### config.mk
export PLATFORM = sky130hd
export DESIGN_NAME = operand_stage_flat
export DESIGN_NICKNAME = d
export VERILOG_FILES = /design/src/logic/rf_pkg.sv /design/src/logic/rf_read_if.sv /design/src/logic/operand_stage.sv /design/src/flat_wrapper.sv
export SDC_FILE = /design/constraint.sdc
export NUM_CORES = 1
export LEC_CHECK = 0
export BUFFER_PORTS_ARGS = -buffer_cell sky130_fd_sc_hd__buf_2
export CORE_AREA = 2 2 215 217
export CTS_CLUSTER_DIAMETER = 150
export DETAILED_ROUTE_END_ITERATION = 6
export DIE_AREA = 0 0 217 219
export PLACE_DENSITY = 0.39
export SLEW_MARGIN = 30
export SYNTH_ARGS = -nofsm -noshare
export SYNTH_HDL_FRONTEND = slang
export SYNTH_SLANG_ARGS = --single-unit
### constraint.sdc
create_clock -name clock -period 1.7 [get_ports clock]
set_input_delay 0.255 -clock clock [delete_from_list [all_inputs] [get_ports clock]]
set_output_delay 0.255 -clock clock [all_outputs]
set_load 0.005 [all_outputs]
### src/logic/rf_pkg.sv
////////////////////
// shared widths and types of the register read and writeback path
// reg_idx_t is fixed at 5 bits, so reg_count cannot go above 32
// register 0 is hardwired to zero in every reader
////////////////////
`default_nettype none

package rf_pkg;

	////////////////////
	// widths and counts
	////////////////////
	localparam int xlen      = 64; // register data width
	localparam int reg_count = 32; // architectural registers

	////////////////////
	// types
	////////////////////
	typedef logic [xlen-1:0] xlen_t;   // one register value
	typedef logic [4:0]      reg_idx_t; // register name

	// hardwired zero register
	localparam reg_idx_t zero_reg = 5'd0;

endpackage

`default_nettype wire

### src/logic/rf_read_if.sv
////////////////////
// one read port pair between an issuing way and the register file
// purely combinational, no handshake
// data is valid in the same cycle as the indices
////////////////////
`default_nettype none

interface rf_read_if #(
	parameter int XLEN = rf_pkg::xlen
) ();
	import rf_pkg::*;

	reg_idx_t idx_a;  // first source
	reg_idx_t idx_b;  // second source
	xlen_t    data_a; // value of idx_a, forwarded if written this cycle
	xlen_t    data_b; // value of idx_b

	if (XLEN != $bits(xlen_t)) begin : g_width_check
		$error("rf_read_if: XLEN differs from rf_pkg::xlen");
	end

	modport reader  (output idx_a, output idx_b, input  data_a, input  data_b);
	modport regfile (input  idx_a, input  idx_b, output data_a, output data_b);

endinterface

`default_nettype wire

### src/logic/operand_stage.sv
////////////////////
// issue to execute register for two ways, one cycle latency
// stall holds valid and source indices, new issues are dropped
// operands reload every cycle, so a held op follows later writebacks
////////////////////
`default_nettype none

module operand_stage #(
	parameter int XLEN = rf_pkg::xlen
) (
	input  logic             clock,
	input  logic             reset,
	input  logic             stall,

	input  logic             issue_valid_0,
	input  logic             issue_valid_1,
	input  rf_pkg::reg_idx_t issue_rs1_0,
	input  rf_pkg::reg_idx_t issue_rs2_0,
	input  rf_pkg::reg_idx_t issue_rs1_1,
	input  rf_pkg::reg_idx_t issue_rs2_1,

	rf_read_if.reader        rd_0,
	rf_read_if.reader        rd_1,

	output logic             op_valid_0,
	output logic             op_valid_1,
	output rf_pkg::xlen_t    op_a_0,
	output rf_pkg::xlen_t    op_b_0,
	output rf_pkg::xlen_t    op_a_1,
	output rf_pkg::xlen_t    op_b_1
);
	import rf_pkg::*;

	reg_idx_t rs1_q_0; // held sources of way 0
	reg_idx_t rs2_q_0;
	reg_idx_t rs1_q_1; // held sources of way 1
	reg_idx_t rs2_q_1;

	if (XLEN != $bits(xlen_t)) begin : g_width_check
		$error("operand_stage: XLEN differs from rf_pkg::xlen");
	end

	////////////////////
	// read index select
	////////////////////
	assign rd_0.idx_a = stall ? rs1_q_0 : issue_rs1_0; // re-read held op
	assign rd_0.idx_b = stall ? rs2_q_0 : issue_rs2_0;
	assign rd_1.idx_a = stall ? rs1_q_1 : issue_rs1_1;
	assign rd_1.idx_b = stall ? rs2_q_1 : issue_rs2_1;

	////////////////////
	// pipeline register
	////////////////////
	always_ff @(posedge clock) begin
		if (reset) begin
			op_valid_0 <= 1'b0;
			op_valid_1 <= 1'b0;
		end else if (!stall) begin
			op_valid_0 <= issue_valid_0; // held while stalled
			op_valid_1 <= issue_valid_1;
		end
	end

	always_ff @(posedge clock) begin
		if (!stall) begin
			rs1_q_0 <= issue_rs1_0; // accept new instruction
			rs2_q_0 <= issue_rs2_0;
			rs1_q_1 <= issue_rs1_1;
			rs2_q_1 <= issue_rs2_1;
		end
		op_a_0 <= rd_0.data_a; // refreshed every cycle, stalled or not
		op_b_0 <= rd_0.data_b;
		op_a_1 <= rd_1.data_a;
		op_b_1 <= rd_1.data_b;
	end

	// a stalled edge must leave the issued instruction in place
	a_hold_on_stall : assert property (@(posedge clock) disable iff (reset)
		(stall && !reset) |=> ($stable(op_valid_0) && $stable(op_valid_1)))
		else $error("operand_stage: op_valid changed under stall");

endmodule

`default_nettype wire

### src/flat_wrapper.sv
// flat-port wrapper written by rule: the top's interface ports become plain ports
module operand_stage_flat import rf_pkg::*;
#(
	parameter int XLEN = rf_pkg::xlen
)
  (clock, reset, stall, issue_valid_0, issue_valid_1, issue_rs1_0, issue_rs2_0, issue_rs1_1, issue_rs2_1, op_valid_0, op_valid_1, op_a_0, op_b_0, op_a_1, op_b_1, rd_0_idx_a, rd_0_idx_b, rd_0_data_a, rd_0_data_b, rd_1_idx_a, rd_1_idx_b, rd_1_data_a, rd_1_data_b);
  rf_read_if #(.XLEN(XLEN)) rd_0_i ();
  rf_read_if #(.XLEN(XLEN)) rd_1_i ();
  input  logic clock;
  input  logic reset;
  input  logic stall;
  input  logic issue_valid_0;
  input  logic issue_valid_1;
  input  rf_pkg::reg_idx_t issue_rs1_0;
  input  rf_pkg::reg_idx_t issue_rs2_0;
  input  rf_pkg::reg_idx_t issue_rs1_1;
  input  rf_pkg::reg_idx_t issue_rs2_1;
  output logic op_valid_0;
  output logic op_valid_1;
  output rf_pkg::xlen_t op_a_0;
  output rf_pkg::xlen_t op_b_0;
  output rf_pkg::xlen_t op_a_1;
  output rf_pkg::xlen_t op_b_1;
  output wire logic [$bits(rd_0_i.idx_a)-1:0] rd_0_idx_a;
  output wire logic [$bits(rd_0_i.idx_b)-1:0] rd_0_idx_b;
  input wire logic [$bits(rd_0_i.data_a)-1:0] rd_0_data_a;
  input wire logic [$bits(rd_0_i.data_b)-1:0] rd_0_data_b;
  output wire logic [$bits(rd_1_i.idx_a)-1:0] rd_1_idx_a;
  output wire logic [$bits(rd_1_i.idx_b)-1:0] rd_1_idx_b;
  input wire logic [$bits(rd_1_i.data_a)-1:0] rd_1_data_a;
  input wire logic [$bits(rd_1_i.data_b)-1:0] rd_1_data_b;
  assign rd_0_idx_a = rd_0_i.idx_a;
  assign rd_0_idx_b = rd_0_i.idx_b;
  assign rd_0_i.data_a = rd_0_data_a;
  assign rd_0_i.data_b = rd_0_data_b;
  assign rd_1_idx_a = rd_1_i.idx_a;
  assign rd_1_idx_b = rd_1_i.idx_b;
  assign rd_1_i.data_a = rd_1_data_a;
  assign rd_1_i.data_b = rd_1_data_b;
  operand_stage #(.XLEN(XLEN)) u_core (.clock(clock), .reset(reset), .stall(stall), .issue_valid_0(issue_valid_0), .issue_valid_1(issue_valid_1), .issue_rs1_0(issue_rs1_0), .issue_rs2_0(issue_rs2_0), .issue_rs1_1(issue_rs1_1), .issue_rs2_1(issue_rs2_1), .rd_0(rd_0_i), .rd_1(rd_1_i), .op_valid_0(op_valid_0), .op_valid_1(op_valid_1), .op_a_0(op_a_0), .op_b_0(op_b_0), .op_a_1(op_a_1), .op_b_1(op_b_1));
endmodule
Yosys cells after proc, flatten, opt, wreduce, memory -nomap -nowiden
Index checks and enable logic that the tools add are counted.
Word-level totals
  flip-flop bits (word level): 278
  bits in latches: 0
  RAM bits: 0
  ROM bits: 0
  bits of input ports: 281
  output and inout bits: 278
  logic and storage cells: 14
  memories: 0
Cells by class
  add/subtract/negate cells: 0
  $mul: 0
  divide/modulo/power cells: 0
  $lt $le $gt $ge: 0
  eq/ne operators: 0
  shift operators: 0
  muxes and demuxes: 4
  bitwise operators: 0
  reduce and logical (&&, ||, !) cells: 0
Operators by type and width (number)
  $mux 5: 4

Depth between registers and ports, before layout
Gate-level depths: netlist of run 1.
  depth in word-level cells: 1
  depth in mapped cells: 3
  depth with buffers taken out: 2

Least setup slack after synthesis of run 1
Ideal clock, no wire load.
  path type: input to output
  start: in stall
  end: out rd_0_idx_b[1]
  data arrival time: 717 ps
  required time: 1445 ps
  setup slack: 728 ps
  stages: 2
  path buffers: 1
  cells stage by stage: buf_6 > mux2_2
On the way
  word-level cells in the longest chain between the ends: 1
RTL lines
  start: declaration: line flat_wrapper.sv:11  | input logic stall;
  $mux 5
  end: declaration: line flat_wrapper.sv:25  | output wire logic [$bits(rd_0_i.idx_b)-1:0] rd_0_idx_b;
No other way between the ends.

Final worst setup path of run 1
  start: in issue_rs2_1[2]
  end: out rd_1_idx_b[2]
On the way
  word-level cells in the longest chain between the ends: 1
RTL lines
  start: declaration: line flat_wrapper.sv:17  | input rf_pkg::reg_idx_t issue_rs2_1;
  $mux 5: line operand_stage.sv:49  | assign rd_1.idx_b = stall ? rs2_q_1 : issue_rs2_1;
  end: declaration: line flat_wrapper.sv:29  | output wire logic [$bits(rd_1_i.idx_b)-1:0] rd_1_idx_b;
No other way between the ends.

==> results of run 1 <==
-- power by group --
| group | switching (W) | internal (W) | leakage (nW) |
|---|---|---|---|
| clock network | 0.00275 | 0.00463 | 0.554 |
| registers | 0.0000937 | 0.00689 | 2.35 |
| logic | 0.000467 | 0.000924 | 3.46 |
| total | 0.00331 | 0.0124 | 6.36 |
-- registers in the layout, summed over array words and instances (netlist names) --
name	cells
u_core.rs2_q_1	5
u_core.op_a_1	64
u_core.rs1_q_1	5
u_core.op_valid_0	1
u_core.op_b_0	64
u_core.rs2_q_0	5
u_core.op_valid_1	1
u_core.op_b_1	64
u_core.op_a_0	64
u_core.rs1_q_0	5
-- synth_stat cells --
cell type	count	area share, %
mux2_2	20	3.9
mux2i_1	2	0.34
buf_6	2	0.39
dfxtp_1	278	95
nor2_1	2	0.13
-- placed cells by master, fill, tap and decap left out, types with 4 or more instances in the layout --
master	n
clkinv_2	5
dfxtp_1	278
mux2_2	20
buf_2	558
bufinv_16	8
clkbuf_16	30
clkbuf_8	4
dlygate4sd3_1	279
-- final timing paths --
check                                        from                end  cells past startpoint
worst max-delay path               issue_rs2_1[2]      rd_1_idx_b[2]                      4
worst min-delay path                        stall  u_core.op_valid_0                      3
worst max register to register  u_core.op_valid_1  u_core.op_valid_1                      3
worst min register to register  u_core.rs2_q_0[0]  u_core.rs2_q_0[0]                      1
-- worst min-delay path, delay by kind of cell --
family	cells	cell delay (ns)
multiplexers	1	0.18
buffers and inverters	1	0.27
AND/OR/NAND/NOR	1	0.08
-- per-layer routing --
layer  wire length, um  vias to the layer above  global-route usage [%]
met5                 0                        -                       0
met4               827                        0                    3.68
met3              1950                       48                    3.26
met2             13200                      261                    18.1
met1              8780                     2621                    9.80
li1                  -                     2703                       -
-- logic make-up (layout without fill, tap and decap cells) --
family / Yosys count / after routing / synth area share [%]
muxes: 22 / 22 / 4.20
DFF: 278 / 278 / 95.3
and+or+nand+nor: 2 / 2 / 0.129
buffers and inverters: 2 / 893 / 0.386
other: 0 / 1 / 0
-- layout make-up --
| class | count | area (um2) |
|---|---|---|
| fill | 4623 | 31800 |
| timing repair buffer | 838 | 5590 |
| sequential | 278 | 5570 |
| clock buffer | 36 | 813 |
| tap | 600 | 751 |
| clock inverter | 19 | 323 |
| multi-input combinational | 24 | 253 |
| antenna | 1 | 2.50 |
-- metrics by stage --
stage               worst slack, ns  hold slack, ns
finish                       0.0989           0.261
floorplan                     0.728           0.283
CTS                          0.0959           0.214
global placement              0.237           0.357
global route                 0.0866           0.255
detailed placement            0.222           0.359
==> flow_summary.yaml, run 1 <==
routing:
  drc_errors: 0
  drtIter0Drc: 111
  wl_per_cell_um: 13.8
  first_pass_iters: 4
  wl_um: 24800
  ant_nets: 0
  via_per_inst: 3.14
  num_vias: 5633
cts:
  clock_path_buffers: 3
  postCtsSetupRepairBufs: 0
  ctsResizeCount: 0
  cts_tree: "done"
  hold_buffers: 279
  clock-root-buffer: "clkbuf_16"
  path_clk_slew_ns: 0.06
  h-tree-depth: 1
  cts_made_buffers: 30
  cts_num_sinks: 278
  clk_latency_ns: 0.56
cells_and_area:
  area_delta_synth_final_pct: 128
  drive_above_1_share_pct: 52.9
  nets: 1453
  instances_no_fill: 1796
  postLayoutCoreUtil_pct: 29.5
  stdcell_area_um2: 13300
power:
  power_w: 0.0158
  power_density_nw_per_um2: 1190
  peakVddDrop_mv: 0.712
  leakage_nw: 6.36
worst_setup_path:
  crit_top_cell: "buf_2"
  cp_num_buf_inv: 3
  cp-end-kind: "output port"
  critPathTopFamily: "buffers and inverters"
  critPathKind: "primary input to output port"
  crit_fanout: 2
  critPathArrivalTime_ns: 1.35
  slowest_stage: "dlygate4sd3_1"
  critical_path_required_ns: 1.44
  cp-start-kind: "primary input"
  critPathMaxStageDelay_ns: 0.56
  path_cells: "dlygate4sd3_1, buf_2, mux2_2, buf_2"
  reg2reg_slack_ns: 0.57
global_route:
  grt_pass1_vias: 6110
  grt_max_degree: 23
  grt_pass1_wl_um: 35200
  antenna_found_initial: 1
  grtUsageTotal_pct: 9.62
  grt_overflow: 0
timing:
  hold_viol: 0
  grt_setup_unrepaired: "no"
  drv_slew: 0
  fmax_mhz: 625
  max_slew_margin_pct: 65.9
  worst_pin_slew_ns: 0.512
  tns_ns: 0
  finalSetupViolCount: 0
  period_share_pct: 94.2
  clock_skew_ns: 0
  layout_min_cycle_time_ns: 1.60
logic_synthesis:
  ys_ff_latch: 278
  syn_nets: 585
  yosysWarnings: 0
  syn_area_um2: 5840
  synthDistinctLibCells: 5
  synth_area_per_cell_um2: 19.2
  syn_inst: 304
  yosysSeqAreaShare_pct: 95.3
run:
  cap_viol_max_count: 0
floorplan:
  die_w_um: 217
  core_um2: 45100
  die_h_um: 219
  rows: 78
  ios: 559
  initial_core_util_pct: 13.0
  die-area_um2: 47500
placed_design:
  dpl_cell_area_um2: 9370
  dpl.cell_count: 1461
  routabilityCongestion: 0.808
  dp_hpwl_um: 17400
  io_buffers: 558
run_status:
  run_status: "finished, final reports clean"
hold_path:
  min_path_type: "primary input to flip-flop"
(Power assumes the default switching activity.)
==> inputs of run 2 (changes only) <==
--- a/config.mk
+++ b/config.mk
@@ -5,11 +5,12 @@
 export SDC_FILE = /design/constraint.sdc
 export NUM_CORES = 1
 export LEC_CHECK = 0
+export ABC_AREA = 1
 export BUFFER_PORTS_ARGS = -buffer_cell sky130_fd_sc_hd__buf_2
-export CORE_AREA = 2 2 215 217
+export CORE_AREA = 2 2 217 219
 export CTS_CLUSTER_DIAMETER = 150
 export DETAILED_ROUTE_END_ITERATION = 6
-export DIE_AREA = 0 0 217 219
+export DIE_AREA = 0 0 219 221
 export PLACE_DENSITY = 0.39
 export SLEW_MARGIN = 30
 export SYNTH_ARGS = -nofsm -noshare
==> flow_summary.yaml, run 2 <==
run_status:
  run_status: "finished, final reports clean"
floorplan:
  rows: 79
  die_w_um: 219
  die_h_um: 221
  initial_core_util_pct: 13.0
  core_um2: 46100
  ios: 559
  die-area_um2: 48400
logic_synthesis:
  ys_ff_latch: 278
  yosysSeqAreaShare_pct: 93.1
  syn_nets: 635
  yosysTopAreaCellShare_pct: 93.1
  syn_inst: 354
  synth_area_leaders: "dfxtp_1 93%, o21ai_2 2.1%, nand2_1 1.5%"
  async_flop_share_pct: 0
  synthDistinctLibCells: 10
  synth_most_common_cell: "dfxtp_1"
  yosys-top-cells-count: "278 x dfxtp_1, 24 x nand2_1, 23 x inv_1"
  synth_area_per_cell_um2: 16.9
  syn_area_um2: 5980
  yosysWarnings: 0
  synth_top_area_cell: "dfxtp_1"
  ys.flop_type: "dfxtp_1"
  synth_edf_count: 0
cells_and_area:
  drive_above_1_share_pct: 50.6
  num_antenna_cells: 0
  nets: 1502
  layout_common_cells: "558 x buf_2, 280 x dlygate4sd3_1, 278 x dfxtp_1"
  stdcell_area_um2: 13400
  final_common_cell: "buf_2"
  area_delta_synth_final_pct: 125
worst_setup_path:
  crit_fanout: 2
  critPathMaxStageDelay_ns: 0.52
  crit_top_cell: "buf_2"
  cp-start-kind: "primary input"
  cp-end-kind: "output port"
  critPathKind: "primary input to output port"
  critical_path_required_ns: 1.44
  path_cells: "dlygate4sd3_1, buf_2, inv_1, o21ai_0, buf_2"
  critPathArrivalTime_ns: 1.24
  slowest_stage: "dlygate4sd3_1"
cts:
  clk_latency_ns: 0.57
  cts_tree: "done"
  h-tree-depth: 1
  clock_path_buffers: 3
  path_clk_slew_ns: 0.06
  cts_num_sinks: 278
  clock-root-buffer: "clkbuf_16"
  cts_made_buffers: 31
  ctsResizeCount: 0
placed_design:
  dpl_cell_area_um2: 9490
  io_buffers: 558
  dp_hpwl_um: 17600
  routabilityCongestion: 0.754
routing:
  wl_per_cell_um: 13.2
  first_pass_iters: 4
  drc_errors: 0
  num_vias: 5790
  drtIter0Drc: 150
  wl_um: 24400
  via_per_inst: 3.12
  ant_nets: 0
global_route:
  grt_pass1_vias: 6458
  antenna_found_initial: 2
  use_met1_pct: 9.46
  grt_pass1_wl_um: 35500
  use_met3_pct: 3.51
  use_met2_pct: 18.1
  grt_overflow: 0
  top_usage_layer: "met2"
  grtUsageTotal_pct: 9.58
  grt_max_degree: 31
timing:
  drv_slew: 0
  clock_skew_ns: 0
  finalSetupViolCount: 0
  tns_ns: 0
  grt_setup_unrepaired: "no"
  max_slew_margin_pct: 80.1
  worst_pin_slew_ns: 0.298
  layout_min_cycle_time_ns: 1.49
  fmax_mhz: 669
  hold_viol: 0
  period_share_pct: 87.9
power:
  power_w: 0.0156
  leakage_nw: 6.51
  peakVddDrop_mv: 1.10
  power_density_nw_per_um2: 1160
run:
  cap_viol_max_count: 0
hold_path:
  min_path_type: "primary input to flip-flop"
[run 2: cell count changes after synthesis, sizes merged]
cell	delta
nor2	+2
buf	+3
o21ai	+20
mux2	-20
mux2i	-2
inv	+23
nand2	+24
[run 2: critical path: cells and delay by family]
family | cells | cell delay, ns
AOI/OAI and AO/OA | 1 | 0.18
buffers and inverters | 4 | 0.80
[run 2: worst paths after layout]
kind,from,end,slack [ns],cells past startpoint
worst max-delay path,issue_rs1_1[3],rd_1_idx_a[3],0.21,5
worst min-delay path,stall,u_core.rs1_q_0[2],0.09,3
worst max register to register,u_core.op_valid_1,u_core.op_valid_1,0.56,5
worst min register to register,u_core.rs2_q_0[1],u_core.rs2_q_0[1],0.44,2
[run 2: metrics by stage]
step	util, %	std cells	setup WS [ns]	hold WS [ns]
finish	29.1	1853	0.206	0.0885
global route	29.1	1853	0.178	0.0668
CTS	29.1	1853	0.205	0.0298
detailed placement	20.6	1515	0.345	0.359
global placement	20.6	1515	0.368	0.357
floorplan	-	354	0.765	0.283
[run 2: what timing repair did]
| action | CTS | global route |
|---|---|---|
| hold buffers | 280 | 0 |
| buffers inserted | 0 | 0 |
| endpoints found under the hold margin | 278 | 0 |
[run 2: cell families (layout without fill, tap and decap cells)]
logic type | Yosys count | count (layout) | share of synthesized area, %
AOI/OAI and AO/OA | 20 | 20 | 2.55
buffers and inverters | 28 | 920 | 2.53
DFF | 278 | 278 | 93.1
and+or+nand+nor | 28 | 28 | 1.84
[run 2: final cells by class]
class	instances	area [um2]
clock inverter	17	241
sequential	278	5570
clock buffer	41	893
tap	607	759
fill	4760	32600
multi-input combinational	48	263
timing repair buffer	839	5620
inverter	23	86.3
[run 2: power by group]
group	internal (W)	switching, W	leakage (nW)
clock	0.00447	0.00276	0.559
combinational	0.000912	0.000480	3.61
sequential	0.00689	0.0000994	2.35
[run 2: per-layer routing]
layer,vias up,part of all wire (%)
li1,2833,-
met1,2608,36
met2,305,52
met3,42,9.1
met4,2,2.4
met5,-,0.066
==> inputs of run 3 (changes only) <==
==> constraint.sdc (replaced) <==
create_clock -name clock -period 1.7 [get_ports clock]
set_input_delay 0.17 -clock clock [delete_from_list [all_inputs] [get_ports clock]]
set_output_delay 0.17 -clock clock [all_outputs]
set_load 0.005 [all_outputs]
==> flow_summary.yaml, run 3 (same netlist as run 2, synthesis figures left out) <==
worst_setup_path:
  crit_fanout: 2
  cp_num_buf_inv: 1
  cp-end-kind: "output port"
  cp-start-kind: "flip-flop"
  critPathTopFamily: "flip-flops"
  slowest_stage: "dfxtp_1"
  critical_path_required_ns: 1.53
  critPathKind: "flip-flop to output port"
  critPathArrivalTime_ns: 1.18
  path_cells: "nand2_1, o21ai_1, buf_2"
  critPathMaxStageDelay_ns: 0.32
timing:
  fmax_mhz: 743
  period_share_pct: 79.1
  grt_setup_unrepaired: "no"
  worst_pin_slew_ns: 0.305
  max_slew_margin_pct: 79.7
  drv_slew: 0
  worst_slack_ns: 0.355
  tns_ns: 0
  finalSetupViolCount: 0
  clock_skew_ns: 0
  hold_viol: 0
  layout_min_cycle_time_ns: 1.35
power:
  leakage_nw: 6.54
  peakVddDrop_mv: 0.788
  power_w: 0.0156
  power_density_nw_per_um2: 1160
floorplan:
  die_h_um: 221
  core_um2: 46100
  initial_core_util_pct: 13.0
  die-area_um2: 48400
  ios: 559
  die_w_um: 219
  rows: 79
global_route:
  grtUsageTotal_pct: 9.70
  grt_pass1_wl_um: 36000
  grt_max_degree: 31
  grt_overflow: 0
  grt_pass1_vias: 6638
  antenna_found_initial: 1
routing:
  first_pass_iters: 4
  ant_nets: 0
  drc_errors: 0
  wl_per_cell_um: 13.1
  via_per_inst: 3.12
  wl_um: 24400
  num_vias: 5790
  drtIter0Drc: 129
placed_design:
  dp_hpwl_um: 17300
  io_buffers: 558
  dp_slack_ns: 0.510
  routabilityCongestion: 0.748
  dpl_cell_area_um2: 9490
cells_and_area:
  stdcell_area_um2: 13500
  fill_cells: 4760
  final_common_cell: "buf_2"
  area_delta_synth_final_pct: 126
  regArea_um2: 5570
  multi_input_comb_area_um2: 263
  nets: 1508
  num_antenna_cells: 0
  drive_above_1_share_pct: 50.2
  layout_common_cells: "558 x buf_2, 287 x dlygate4sd3_1, 278 x dfxtp_1"
run_status:
  run_status: "finished, final reports clean"
cts:
  clock_path_buffers: 3
  cts_made_buffers: 30
  cts_num_sinks: 278
  clock-root-buffer: "clkbuf_16"
  ctsResizeCount: 0
  h-tree-depth: 1
  path_clk_slew_ns: 0.06
  clk_latency_ns: 0.56
  cts_tree: "done"
hold_path:
  min_path_type: "primary input to flip-flop"
run:
  cap_viol_max_count: 0
## run 3: final timing paths
check / from / slack, ns / end / cells after the start
worst max-delay path: u_core.rs1_q_0[2] / 0.35 / rd_0_idx_a[2] / 3
worst min-delay path: stall / 0.21 / u_core.rs1_q_1[4] / 4
worst max register to register: u_core.op_valid_1 / 0.55 / u_core.op_valid_1 / 5
worst min register to register: u_core.rs2_q_0[4] / 0.44 / u_core.rs2_q_0[4] / 2
## run 3: final cells by class
cell class | count | share of cell area, %
Inverter | 23 | 0.640
Multi-Input combinational cell | 48 | 1.95
Clock buffer | 41 | 6.47
Tap cell | 607 | 5.63
Sequential cell | 278 | 41.3
Timing Repair Buffer | 846 | 42.2
Clock inverter | 14 | 1.87
## run 3: per-layer routing
| layer | up-vias | global-route usage, % | wire length (um) |
|---|---|---|---|
| met2 | 314 | 18.2 | 12700 |
| met4 | 2 | 4.18 | 804 |
| li1 | 2835 | - | - |
| met1 | 2585 | 9.37 | 8480 |
| met5 | - | 0 | 16 |
| met3 | 54 | 3.62 | 2420 |
## run 3: power by group
| part | total (W) | internal [W] | switching (W) | leakage (nW) |
|---|---|---|---|---|
| combinational | 0.00142 | 0.000931 | 0.000485 | 3.64 |
| clock | 0.00722 | 0.00451 | 0.00271 | 0.556 |
| sequential | 0.00699 | 0.00689 | 0.0000990 | 2.35 |
| total | 0.0156 | 0.0123 | 0.00329 | 6.54 |
## run 3: metrics by stage
| stage | hold slack (ns) | utilization [%] | instances |
|---|---|---|---|
| 2_1_floorplan | 0.198 | - | 354 |
| 3_3_place_gp | 0.272 | 20.6 | 1515 |
| 5_1_grt | 0.204 | 29.3 | 1857 |
| 3_5_place_dp | 0.274 | 20.6 | 1515 |
| 6_report | 0.207 | 29.3 | 1857 |
| 4_1_cts | 0.161 | 29.3 | 1857 |
## run 3: repair_timing
item                      in CTS  in global routing
buffers inserted               0                  0
hold buffers                 287                  0
hold endpoints to repair     278                  0
## run 3: worst min-delay path, stage by stage
cell	delay, ns
buf_2	0.20
buf_12	0.21
nand2_1	0.08
o21ai_2	0.06
